--- src/common/axi_pkg.sv ---
`default_nettype none

package axi_pkg;

  localparam int axi_addr_bits = 32;
  localparam int axi_data_bits = 32;
  localparam int axi_id_bits   = 4;
  localparam int axi_ids_bits  = 8;   // Master index above master ID
  localparam int axi_midx_bits = axi_ids_bits - axi_id_bits;
  localparam int axi_len_bits  = 4;

  localparam logic [1:0] resp_okay   = 2'b00;
  localparam logic [1:0] resp_slverr = 2'b10;
  localparam logic [1:0] resp_decerr = 2'b11;

  // Master side read address
  typedef struct packed {
    logic [axi_id_bits-1:0]   arid;
    logic [axi_addr_bits-1:0] araddr;
    logic [axi_len_bits-1:0]  arlen;
    logic                     arvalid;
  } axi_ar_m_t;

  // Slave side read address, widened ID
  typedef struct packed {
    logic [axi_ids_bits-1:0]  arid;
    logic [axi_addr_bits-1:0] araddr;
    logic [axi_len_bits-1:0]  arlen;
    logic                     arvalid;
  } axi_ar_s_t;

  typedef struct packed {
    logic [axi_id_bits-1:0]   rid;
    logic [axi_data_bits-1:0] rdata;
    logic [1:0]               rresp;
    logic                     rlast;
    logic                     rvalid;
  } axi_r_m_t;

  typedef struct packed {
    logic [axi_ids_bits-1:0]  rid;
    logic [axi_data_bits-1:0] rdata;
    logic [1:0]               rresp;
    logic                     rlast;
    logic                     rvalid;
  } axi_r_s_t;

  typedef struct packed {
    logic [axi_midx_bits-1:0] midx;  // Issuing master
    logic [axi_id_bits-1:0]   mid;   // ID as the master sent it
  } axi_ids_fields_t;

  // Slave side ID, raw or split
  typedef union packed {
    logic [axi_ids_bits-1:0] raw;
    axi_ids_fields_t         fld;
  } axi_ids_u;

endpackage

`default_nettype wire

--- src/common/xbar_map_pkg.sv ---
`default_nettype none

package xbar_map_pkg;
  import axi_pkg::*;

  localparam int num_masters = 2;
  localparam int num_slaves  = 3;

  // Region is the top two address bits
  localparam int         region_bits = 2;
  localparam logic [1:0] region_s0   = 2'd0;
  localparam logic [1:0] region_s1   = 2'd1;
  localparam logic [1:0] region_s2   = 2'd2;
  localparam logic [1:0] region_rsvd = 2'd3;

  typedef enum logic [1:0] {S0, S1, S2} slave_sel_t;
  typedef enum logic [1:0] {LOCK_NO, LOCK_S0, LOCK_S1, LOCK_S2} data_arb_lock_t;
  typedef enum logic [1:0] {LOCK_NONE, LOCK_M0, LOCK_M1} addr_arb_lock_t;
  typedef enum logic [1:0] {MASTER_0, MASTER_1, MASTER_2, MASTER_U} master_sel_t;

  function automatic master_sel_t data_decoder(input logic [axi_ids_bits-1:0] id);
    axi_ids_u ids;
    ids.raw = id;
    case (ids.fld.midx)
      axi_midx_bits'(0): return MASTER_0;
      axi_midx_bits'(1): return MASTER_1;
      axi_midx_bits'(2): return MASTER_2;
      default:           return MASTER_U;
    endcase
  endfunction

  function automatic slave_sel_t addr_decoder(input logic [axi_addr_bits-1:0] addr);
    logic [region_bits-1:0] region;
    region = addr[axi_addr_bits-1 -: region_bits];
    case (region)
      region_s0:   return S0;
      region_s1:   return S1;
      region_s2:   return S2;
      region_rsvd: return S0;  // Never issued
    endcase
  endfunction

endpackage

`default_nettype wire

--- src/xbar/ar_router.sv ---
`default_nettype none

module ar_router
  import axi_pkg::*, xbar_map_pkg::*;
(
  input  logic      clk,
  input  logic      rstn,
  // Masters
  input  axi_ar_m_t ar_m0,
  output logic      arready_m0,
  input  axi_ar_m_t ar_m1,
  output logic      arready_m1,
  // Slaves
  output axi_ar_s_t ar_s0,
  input  logic      arready_s0,
  output axi_ar_s_t ar_s1,
  input  logic      arready_s1,
  output axi_ar_s_t ar_s2,
  input  logic      arready_s2
);

  addr_arb_lock_t lock, lock_next;

  axi_ar_s_t ar_w [num_masters];
  axi_ar_s_t req;
  axi_ar_s_t req_r;   // Copy held while the slave stalls
  logic      grant_m1;
  logic      sready;
  logic      accept;

  // Master index goes into the upper ID field
  function automatic axi_ar_s_t widen(input axi_ar_m_t ar,
                                     input logic [axi_midx_bits-1:0] midx);
    axi_ids_u ids;
    ids.fld.midx = midx;
    ids.fld.mid  = ar.arid;
    return '{arid: ids.raw, araddr: ar.araddr, arlen: ar.arlen, arvalid: ar.arvalid};
  endfunction

  assign ar_w[0] = widen(ar_m0, axi_midx_bits'(0));
  assign ar_w[1] = widen(ar_m1, axi_midx_bits'(1));

  always_ff @(posedge clk, negedge rstn) begin
    if (!rstn) begin
      lock <= LOCK_NONE;
    end else begin
      lock <= lock_next;
    end
  end

  // Loaded whenever a lock is entered
  always_ff @(posedge clk) begin
    if (lock_next != LOCK_NONE && lock_next != lock) begin
      req_r <= (lock_next == LOCK_M1) ? ar_w[1] : ar_w[0];
    end
  end

  // Master select
  always_comb begin
    unique case (lock)
      LOCK_M0: grant_m1 = 1'b0;
      LOCK_M1: grant_m1 = 1'b1;
      default: grant_m1 = !ar_m0.arvalid;  // M0 first when unlocked
    endcase

    if (lock == LOCK_NONE) begin
      req = grant_m1 ? ar_w[1] : ar_w[0];
    end else begin
      req = req_r;
      req.arvalid = 1'b1;
    end
  end

  // Address decode to slave
  always_comb begin
    ar_s0  = '0;
    ar_s1  = '0;
    ar_s2  = '0;
    sready = 1'b0;
    case (addr_decoder(req.araddr))
      S0: begin
        ar_s0  = req;
        sready = arready_s0;
      end
      S1: begin
        ar_s1  = req;
        sready = arready_s1;
      end
      S2: begin
        ar_s2  = req;
        sready = arready_s2;
      end
      default: ;
    endcase
  end

  assign accept     = req.arvalid & sready;
  assign arready_m0 = accept & !grant_m1;
  assign arready_m1 = accept & grant_m1;

  always_comb begin
    lock_next = lock;
    unique case (lock)
      LOCK_NONE: begin
        if (req.arvalid && !sready) begin
          lock_next = grant_m1 ? LOCK_M1 : LOCK_M0;
        end
      end
      LOCK_M0: if (sready) lock_next = ar_m1.arvalid ? LOCK_M1 : LOCK_NONE;  // Other one next
      LOCK_M1: if (sready) lock_next = ar_m0.arvalid ? LOCK_M0 : LOCK_NONE;
      default: lock_next = LOCK_NONE;
    endcase
  end

endmodule

`default_nettype wire

--- src/xbar/r_router.sv ---
`default_nettype none

module r_router
  import axi_pkg::*, xbar_map_pkg::*;
(
  input  logic     clk,
  input  logic     rstn,
  // Slaves
  input  axi_r_s_t r_s0,
  output logic     rready_s0,
  input  axi_r_s_t r_s1,
  output logic     rready_s1,
  input  axi_r_s_t r_s2,
  output logic     rready_s2,
  // Masters
  output axi_r_m_t r_m0,
  input  logic     rready_m0,
  output axi_r_m_t r_m1,
  input  logic     rready_m1
);

  data_arb_lock_t lock, lock_next;

  logic [num_slaves-1:0] s_valid;
  axi_r_s_t              beat;     // Beat offered this cycle
  axi_r_s_t              beat_r;
  axi_r_m_t              beat_m;
  slave_sel_t            src;
  master_sel_t           dst;
  axi_ids_u              ids;
  logic                  mready;   // Ready of the addressed master

  assign s_valid = {r_s2.rvalid, r_s1.rvalid, r_s0.rvalid};

  always_ff @(posedge clk, negedge rstn) begin
    if (!rstn) begin
      lock <= LOCK_NO;
    end else begin
      lock <= lock_next;
    end
  end

  // Capture the beat of the slave being locked to
  always_ff @(posedge clk) begin
    if (lock_next != LOCK_NO && lock_next != lock) begin
      case (lock_next)
        LOCK_S1: beat_r <= r_s1;
        LOCK_S2: beat_r <= r_s2;
        default: beat_r <= r_s0;
      endcase
    end
  end

  // Arbiter
  always_comb begin
    src  = S0;
    beat = '0;
    unique case (lock)
      LOCK_S0: begin
        src = S0;
        beat = beat_r;
        beat.rvalid = 1'b1;  // Held until taken
      end
      LOCK_S1: begin
        src = S1;
        beat = beat_r;
        beat.rvalid = 1'b1;
      end
      LOCK_S2: begin
        src = S2;
        beat = beat_r;
        beat.rvalid = 1'b1;
      end
      LOCK_NO: begin
        // Fixed priority, S0 highest
        if (s_valid[0]) begin
          src  = S0;
          beat = r_s0;
        end else if (s_valid[1]) begin
          src  = S1;
          beat = r_s1;
        end else if (s_valid[2]) begin
          src  = S2;
          beat = r_s2;
        end
      end
    endcase
  end

  // Decoder
  always_comb begin
    ids.raw = beat.rid;
    dst     = data_decoder(ids.raw);
    beat_m  = '{rid: ids.fld.mid, rdata: beat.rdata, rresp: beat.rresp,
                rlast: beat.rlast, rvalid: beat.rvalid};
    r_m0    = '0;
    r_m1    = '0;
    mready  = 1'b0;
    case (dst)
      MASTER_0: begin
        r_m0   = beat_m;
        mready = rready_m0;
      end
      MASTER_1: begin
        r_m1   = beat_m;
        mready = rready_m1;
      end
      default: ;  // No such master
    endcase
  end

  assign rready_s0 = beat.rvalid & mready & (src == S0);
  assign rready_s1 = beat.rvalid & mready & (src == S1);
  assign rready_s2 = beat.rvalid & mready & (src == S2);

  always_comb begin
    lock_next = lock;
    unique case (lock)
      LOCK_NO: begin
        if (beat.rvalid && !mready) begin
          case (src)
            S1:      lock_next = LOCK_S1;
            S2:      lock_next = LOCK_S2;
            default: lock_next = LOCK_S0;
          endcase
        end
      end
      // Rotate, starting after the slave just served
      LOCK_S0: if (mready) lock_next = s_valid[1] ? LOCK_S1 : s_valid[2] ? LOCK_S2 : LOCK_NO;
      LOCK_S1: if (mready) lock_next = s_valid[2] ? LOCK_S2 : s_valid[0] ? LOCK_S0 : LOCK_NO;
      LOCK_S2: if (mready) lock_next = s_valid[0] ? LOCK_S0 : s_valid[1] ? LOCK_S1 : LOCK_NO;
    endcase
  end

endmodule

`default_nettype wire

--- src/xbar/read_xbar.sv ---
`default_nettype none

module read_xbar
  import axi_pkg::*;
(
  input  logic      clk,
  input  logic      rstn,
  // Master 0
  input  axi_ar_m_t ar_m0,
  output logic      arready_m0,
  output axi_r_m_t  r_m0,
  input  logic      rready_m0,
  // Master 1
  input  axi_ar_m_t ar_m1,
  output logic      arready_m1,
  output axi_r_m_t  r_m1,
  input  logic      rready_m1,
  // Slave 0
  output axi_ar_s_t ar_s0,
  input  logic      arready_s0,
  input  axi_r_s_t  r_s0,
  output logic      rready_s0,
  // Slave 1
  output axi_ar_s_t ar_s1,
  input  logic      arready_s1,
  input  axi_r_s_t  r_s1,
  output logic      rready_s1,
  // Slave 2
  output axi_ar_s_t ar_s2,
  input  logic      arready_s2,
  input  axi_r_s_t  r_s2,
  output logic      rready_s2
);

  ar_router u_ar_router (
    .clk,
    .rstn,
    .ar_m0,
    .arready_m0,
    .ar_m1,
    .arready_m1,
    .ar_s0,
    .arready_s0,
    .ar_s1,
    .arready_s1,
    .ar_s2,
    .arready_s2
  );

  r_router u_r_router (
    .clk,
    .rstn,
    .r_s0,
    .rready_s0,
    .r_s1,
    .rready_s1,
    .r_s2,
    .rready_s2,
    .r_m0,
    .rready_m0,
    .r_m1,
    .rready_m1
  );

endmodule

`default_nettype wire

--- config.mk ---
export PLATFORM = sky130hd
export DESIGN_NAME = read_xbar
export DESIGN_NICKNAME = d
export VERILOG_FILES = /design/src/common/axi_pkg.sv /design/src/common/xbar_map_pkg.sv /design/src/xbar/ar_router.sv /design/src/xbar/r_router.sv /design/src/xbar/read_xbar.sv
export SDC_FILE = /design/constraint.sdc
export NUM_CORES = 1
export LEC_CHECK = 0
export ABC_AREA = 1
export ABC_CLOCK_PERIOD_IN_PS = 8200
export BUFFER_PORTS_ARGS = -buffer_cell sky130_fd_sc_hd__buf_4
export CORE_AREA = 2 2 172 174
export CTS_CLUSTER_DIAMETER = 40
export DETAILED_ROUTE_END_ITERATION = 7
export DIE_AREA = 0 0 174 176
export PLACE_DENSITY_LB_ADDON = 0.15
export SYNTH_ARGS = -nofsm -noshare
export SYNTH_HDL_FRONTEND = slang
export SYNTH_SLANG_ARGS = --single-unit
--- constraint.sdc ---
create_clock -name clk -period 8.2 [get_ports clk]
set_clock_uncertainty 0.1 [all_clocks]
set_input_delay 0 -clock clk [delete_from_list [all_inputs] [get_ports clk]]
set_output_delay 0 -clock clk [all_outputs]
set_load 0.01 [all_outputs]
# Word-level counts from Yosys, hierarchy flattened
# Index checks and enable logic that the tools add are counted.
word_totals:
  output_inout_bits: 220
  wordCells: 96
  reg_bits: 91
  input_bits: 221
op_classes:
  reduce_logical: 19
  n_bitwise: 7
  muxes: 41
  eq_ne: 20
ops:
  columns: ["cell", "count"]
  rows:
  - ["$mux 45", 4]
  - ["$pmux 44 s2", 2]
  - ["$mux 44", 3]
  - ["$mux 42", 2]
  - ["$mux 40", 2]
  - ["$mux 2", 17]
  - ["$eq 2x2->1 const B", 10]
  - ["$pmux 2 s3", 3]
  - ["$pmux 2 s4", 2]
  - ["$eq 2x1->1 const B", 6]
  - ["$logic_not 2->1", 6]
  - ["$and 1x1->1", 7]
  - ["$eq 4x1->1 const B", 1]
  - ["$eq 4x2->1 const B", 1]
  - ["$logic_and 1x1->1", 4]
  - ["$logic_not 1->1", 4]
  - ["$logic_not 4->1", 1]
  - ["$ne 2x2->1", 2]
  - ["$pmux 1 s2", 2]
  - ["$pmux 2 s2", 1]
  - ["$reduce_bool 2->1", 2]
  - ["$pmux 1 s3", 1]
  - ["$reduce_or 3->1", 1]
  - ["$mux 1", 2]
  - ["$reduce_or 2->1", 1]

# Longest topological paths before layout
logic_depth:
  depth_word: 15
  mapped_depth: 24
  depth_no_buf: 24

# By module
# A second synthesis with hierarchy kept.
unflattened:
  hier_cells: 1141
  hier_area_um2: 7867.5
by_module_without_submodules:
  columns: ["mod", "cells_per_inst", "instances", "seq_area_each_um2", "area_per_inst_um2"]
  rows:
  - ["r_router", 572, 1, 1341.3, 4088.9]
  - ["ar_router", 569, 1, 1281.2, 3778.6]

# Least setup slack after synthesis
# Ideal clock, no wire load.
synth_timing:
  path_type: "register to register"
  startpoint: "reg u_ar_router.lock[0]"
  endpoint: "reg u_ar_router.req_r[10] (netlist bit) (enable)"
  arrival_ns: 5.673
  path_buffers: 0
  required_ns: 7.604
  synth_period_minus_slack_ns: 6.269
  setup_slack_ns: 1.931
  setup_ns: 0.496
  path_stages_with_launch: 23
  path_cell_list: "dfrtp_1 inv_1 ha_1 o21ai_1 clkinv_1 nand2_1 nand3_1 o21ai_0 inv_1 ha_1 nand2_1 nand3_1 o21ai_1 nand2_1 inv_1 nand2_1 o21ai_0 nand2_1 nand2_1 nand2_1 inv_1 a31oi_1 o21ai_0"
synth_between:
  elab_chain_len: 15
  word_cells_on_any_way: 26
  classes_between: "eq/ne (8); mux (10); reduce/logical (8)"
synth_rtl:
  columns: ["item", "line_no", "source"]
  rows:
  - ["start, declared", "ar_router.sv:22", "addr_arb_lock_t lock, lock_next;"]
  - ["start signal, assigned", "ar_router.sv:47", "lock <= lock_next;"]
  - ["$eq 2x2->1 / $eq 2x1->1 (equally long branches)", "ar_router.sv:60, ar_router.sv:103", null]
  - ["$pmux 1 s2", "ar_router.sv:60", "unique case (lock)"]
  - ["$mux 42", "ar_router.sv:67", "req = grant_m1 ? ar_w[1] : ar_w[0];"]
  - ["$mux 45", "ar_router.sv:66", "if (lock == LOCK_NONE) begin"]
  - ["$eq 2x2->1 / $logic_not 2->1 (equally long branches)", null, null]
  - ["$reduce_or 2->1 (no line)", null, null]
  - ["$pmux 2 s3", "xbar_map_pkg.sv:35", "case (region)"]
  - ["$eq 2x2->1 (tied with other cells)", "ar_router.sv:80", "case (addr_decoder(req.araddr))"]
  - ["$pmux 1 s3", "ar_router.sv:80", null]
  - ["$logic_not 1->1", "ar_router.sv:105", "if (req.arvalid && !sready) begin"]
  - ["$logic_and 1x1->1", "ar_router.sv:105", null]
  - ["$mux 2", "ar_router.sv:105", null]
  - ["$pmux 2 s3 *", "ar_router.sv:103", "unique case (lock)"]
  - ["via u_ar_router.lock_next[0]", "ar_router.sv:22", null]
  - ["$ne 2x2->1 / $reduce_bool 2->1 (equally long branches)", "ar_router.sv:53", "if (lock_next != LOCK_NONE && lock_next != lock) begin"]
  - ["$logic_and 1x1->1 *", "ar_router.sv:53", null]
  - ["end signal, assigned", "ar_router.sv:54", "req_r <= (lock_next == LOCK_M1) ? ar_w[1] : ar_w[0];"]
  - ["end, declared", "ar_router.sv:26", "axi_ar_s_t req_r;"]
# The timed path passes the listed nets; every way through them passes the cells marked *.
# A chain may end at the register's enable or synchronous reset.

# Worst setup path in the final report
layout_timing:
  startpoint: "reg u_ar_router.lock[0]"
  endpoint: "reg u_ar_router.req_r[12] (netlist bit), data pin"
layout_between:
  elab_chain_len: 15
  word_cells_on_any_way: 25
  classes_between: "eq/ne (8); mux (11); reduce/logical (6)"
layout_rtl:
  columns: ["item", "line_no"]
  rows:
  - ["$eq 2x2->1 / $eq 2x1->1 (equally long branches)", "ar_router.sv:60, ar_router.sv:103"]
  - ["$pmux 1 s2", "ar_router.sv:60"]
  - ["$mux 42", "ar_router.sv:67"]
  - ["$mux 45", "ar_router.sv:66"]
  - ["$eq 2x2->1 / $logic_not 2->1 (equally long branches)", null]
  - ["$reduce_or 2->1 (no line)", null]
  - ["$pmux 2 s3", "xbar_map_pkg.sv:35"]
  - ["$eq 2x2->1 (tied with other cells)", "ar_router.sv:80"]
  - ["$pmux 1 s3", "ar_router.sv:80"]
  - ["$logic_not 1->1", "ar_router.sv:105"]
  - ["$logic_and 1x1->1", "ar_router.sv:105"]
  - ["$mux 2", "ar_router.sv:105"]
  - ["$pmux 2 s3 *", "ar_router.sv:103"]
  - ["$eq 2x2->1 *", "ar_router.sv:54"]
  - ["$mux 42 *", "ar_router.sv:54"]
# Every way passes the cells marked *; elsewhere a longest branch is shown, timed or not.

==> out/metrics.csv <==
metric,value,unit
status,"finished, final reports clean",
Seq cells post-synth,88,
initial antenna violation count,3,
Netlist cell types,31,
# DRC,0,
First-pass DRT Iterations,5,
"Reg clk slew, reported paths",0.07,ns
Synth Area in XOR/XNOR,0,%
Tcrit/Tclk final,70.6,%
final hold viol count,0,
critical path cell sequence,"inv_1, ha_2, buf_4, o21ai_0, ha_1, inv_2, o21ai_1, nand2_1, inv_1, nand2_1, nand3_1, nand3_1, nand2_1, nor2_4, buf_4, mux2_2, dlygate4sd3_1",
clock sink count,88,
CTS buffer count,9,
gpl congestion,0.816,
pin count of the biggest net entering global routing,89,
worst IR drop on VDD,0.236,mV
Syn Area/Cell,7.19,um2
area grow syn2layout,72.7,%
GRT overflow,0,
Compound-Gate Fraction of Synth Area,15.8,%
highest-count cells in the layout ignoring fill and taps,"buf_4 (445), nor2_1 (217), nand3_1 (183), nand2_1 (179), dlygate4sd3_1 (168)",
MaxCap Viol Count,0,
vias in the first global route,9678,
CP max FO,54,
crit path DAT,5.78,ns
leakage power figure,0.00593,uW
Die Area,0.0306,mm2
Final setup viols,0,
Initial Util,26.2,%
first-pass GRT wire length,52.6,mm
Achievable Freq,173,MHz
post-synthesis mux area share,5.87,%
number of max-slew violations in the final report,0,
post-cts resize count,0,
"Seq/Total Area, Yosys",35.1,%
Critical Path RT,8.19,ns
number of H-tree levels,3,
Worst Tran Pin Value,1.23,ns
Starting DRT DRC Count,427,
placed wire-length estimate,24.1,mm
Sequential Power Share,16.4,%
wire length per cell,17.7,um
CP max stage delay,0.56,ns
synthesized area,0.00748,mm2
average via count per standard cell,4.91,
# rows,62,
Max-slew headroom,17.8,%
crit start category,register,
WP buf/inv,6,
Port Buffers,431,
chip height,176,um
critical path type,reg2reg,
fin crit period,5.79,ns
"Top FF cell, synth",edfxtp_1,
Logic pwr share,76.5,%
clock share of power,7.1,%
Post-synth EDFFs,84,
Clock Path Buffers,2,
CP Capture Type,register,
critical path's top delay family,buffers and inverters,
Top-Level Pins,441,
All-Layer GR Usage,21.6,%
NumNets Final,1806,
Routed Antenna Nets,0,
"commonest non-fill, non-tap cell in the layout",buf_4,
Simple-Gate Fraction of Synth Area,33.2,%
Root Driver,clkbuf_16,
share of layout cells above drive strength 1,31.8,%
core area,0.0285,mm2
"most used cell, CP",nand2_1,
die width,174,um
Post-Synthesis Cells,1040,
largest family of logic cells by synthesized area,simple AND/OR/NAND/NOR gates,
Power Density,500,mW/mm2
Async SR Flop Fraction,4.55,%
Adder-Cell Fraction of Synth Area,1.84,%
overall via count from detail_route,9646,
Psw,3090,uW
unrepaired setup endpoints after global routing,no,
Yosys warnings,0,
clk_lat worst skew,0.35,ns
internal cell power,3370,uW
HP Class,in2reg,
setup TNS,0,ns
switch share,47.9,%
total wire length,34.7,mm
CP max-delay cell,inv_2,
TritonCTS clock tree,done,
hold slack final,0.0809,ns
## stage by stage
step	util [%]	cell area [um2]	std cells	total power, uW	worst slack [ns]
final	45.2	12900	1964	6460	2.41
after CTS	45.2	12900	1963	6500	2.42
after global routing	45.2	12900	1963	6940	1.93
after global placement	38.2	10900	1779	5480	3.00
after detailed placement	38.2	10900	1779	5520	2.89
after floorplan	-	7510	1048	3720	1.93
## Yosys cell counts, types with 3 or more instances
library cell	n	area share [%]
clkbuf_1	54	2.7
mux2_1	14	2.1
a221oi_1	39	4.6
inv_2	5	0.25
nand2_1	179	9.0
a2bb2oi_1	39	4.6
a21oi_1	4	0.27
mux2_2	25	3.8
o21ai_0	88	5.9
nor2_1	219	11
buf_6	3	0.45
ha_1	11	1.8
buf_2	17	1.1
buf_1	7	0.35
edfxtp_1	84	34
nand2_2	3	0.25
buf_4	17	1.7
dfrtp_1	4	1.3
nand3_1	183	12
inv_1	31	1.6
## worst min-delay path, stage by stage
cell     delay [ns]
buf_4          0.10
nand3_1        0.08
nand3_1        0.09
nand2_1        0.12
inv_1          0.09
## per-layer routing
layer  GRT usage, %  vias to the layer above  share of wire, %
li1               -                     4672                 -
met4           5.67                        0               1.5
met2           39.8                      421                51
met3           4.29                       37               7.1
met5              0                        -                 0
met1           25.4                     4516                40
## power by group through the flow
stage	Combinational, uW	Sequential [uW]	Clock [uW]
after floorplan	2620	1100	0
after global placement	4410	1060	0
after detailed placement	4460	1060	0
after CTS	4960	1060	478
after global routing	5370	1080	489
final	4940	1060	459
## layout make-up
cell class / instances / area (um2)
Inverter: 37 / 139
Clock buffer: 9 / 225
Sequential cell: 88 / 2620
Tap cell: 384 / 480
Antenna cell: 1 / 2.50
Clock inverter: 7 / 93.8
Timing Repair Buffer: 613 / 5020
Fill cell: 2873 / 15600
Multi-Input combinational cell: 825 / 4330
## state kept, by name (all words and copies together) (netlist names)
name / flops
u_r_router.lock: 2
u_r_router.beat_r: 43
u_ar_router.lock: 2
u_ar_router.req_r: 41
## repair_timing
item	CTS	global route
buffers inserted	0	0
endpoints found under the hold margin	87	0
hold buffers	168	0
## cell families after synthesis
logic type	Yosys count
and+or+nand+nor	590
muxes	39
DFF	88
buffers and inverters	135
AOI/OAI and AO/OA	176
other	1
adders and majority gates	11
## path summary, 6_finish.rpt
check	from	to	slack, ns	cells past startpoint
hold reg to reg	u_ar_router.lock[0]	u_ar_router.lock[0]	0.75	4
hold / removal	ar_m1[0]	u_ar_router.lock[1]	0.08	5
min in group asynchronous	rstn	u_r_router.lock[1]	0.52	3
setup / recovery	u_ar_router.lock[0]	u_ar_router.req_r[12]	2.41	17
max in group asynchronous	rstn	u_ar_router.lock[1]	7.27	3
setup reg to reg	u_ar_router.lock[0]	u_ar_router.req_r[12]	2.41	17
No activity file was read; power rests on OpenSTA's default activity.
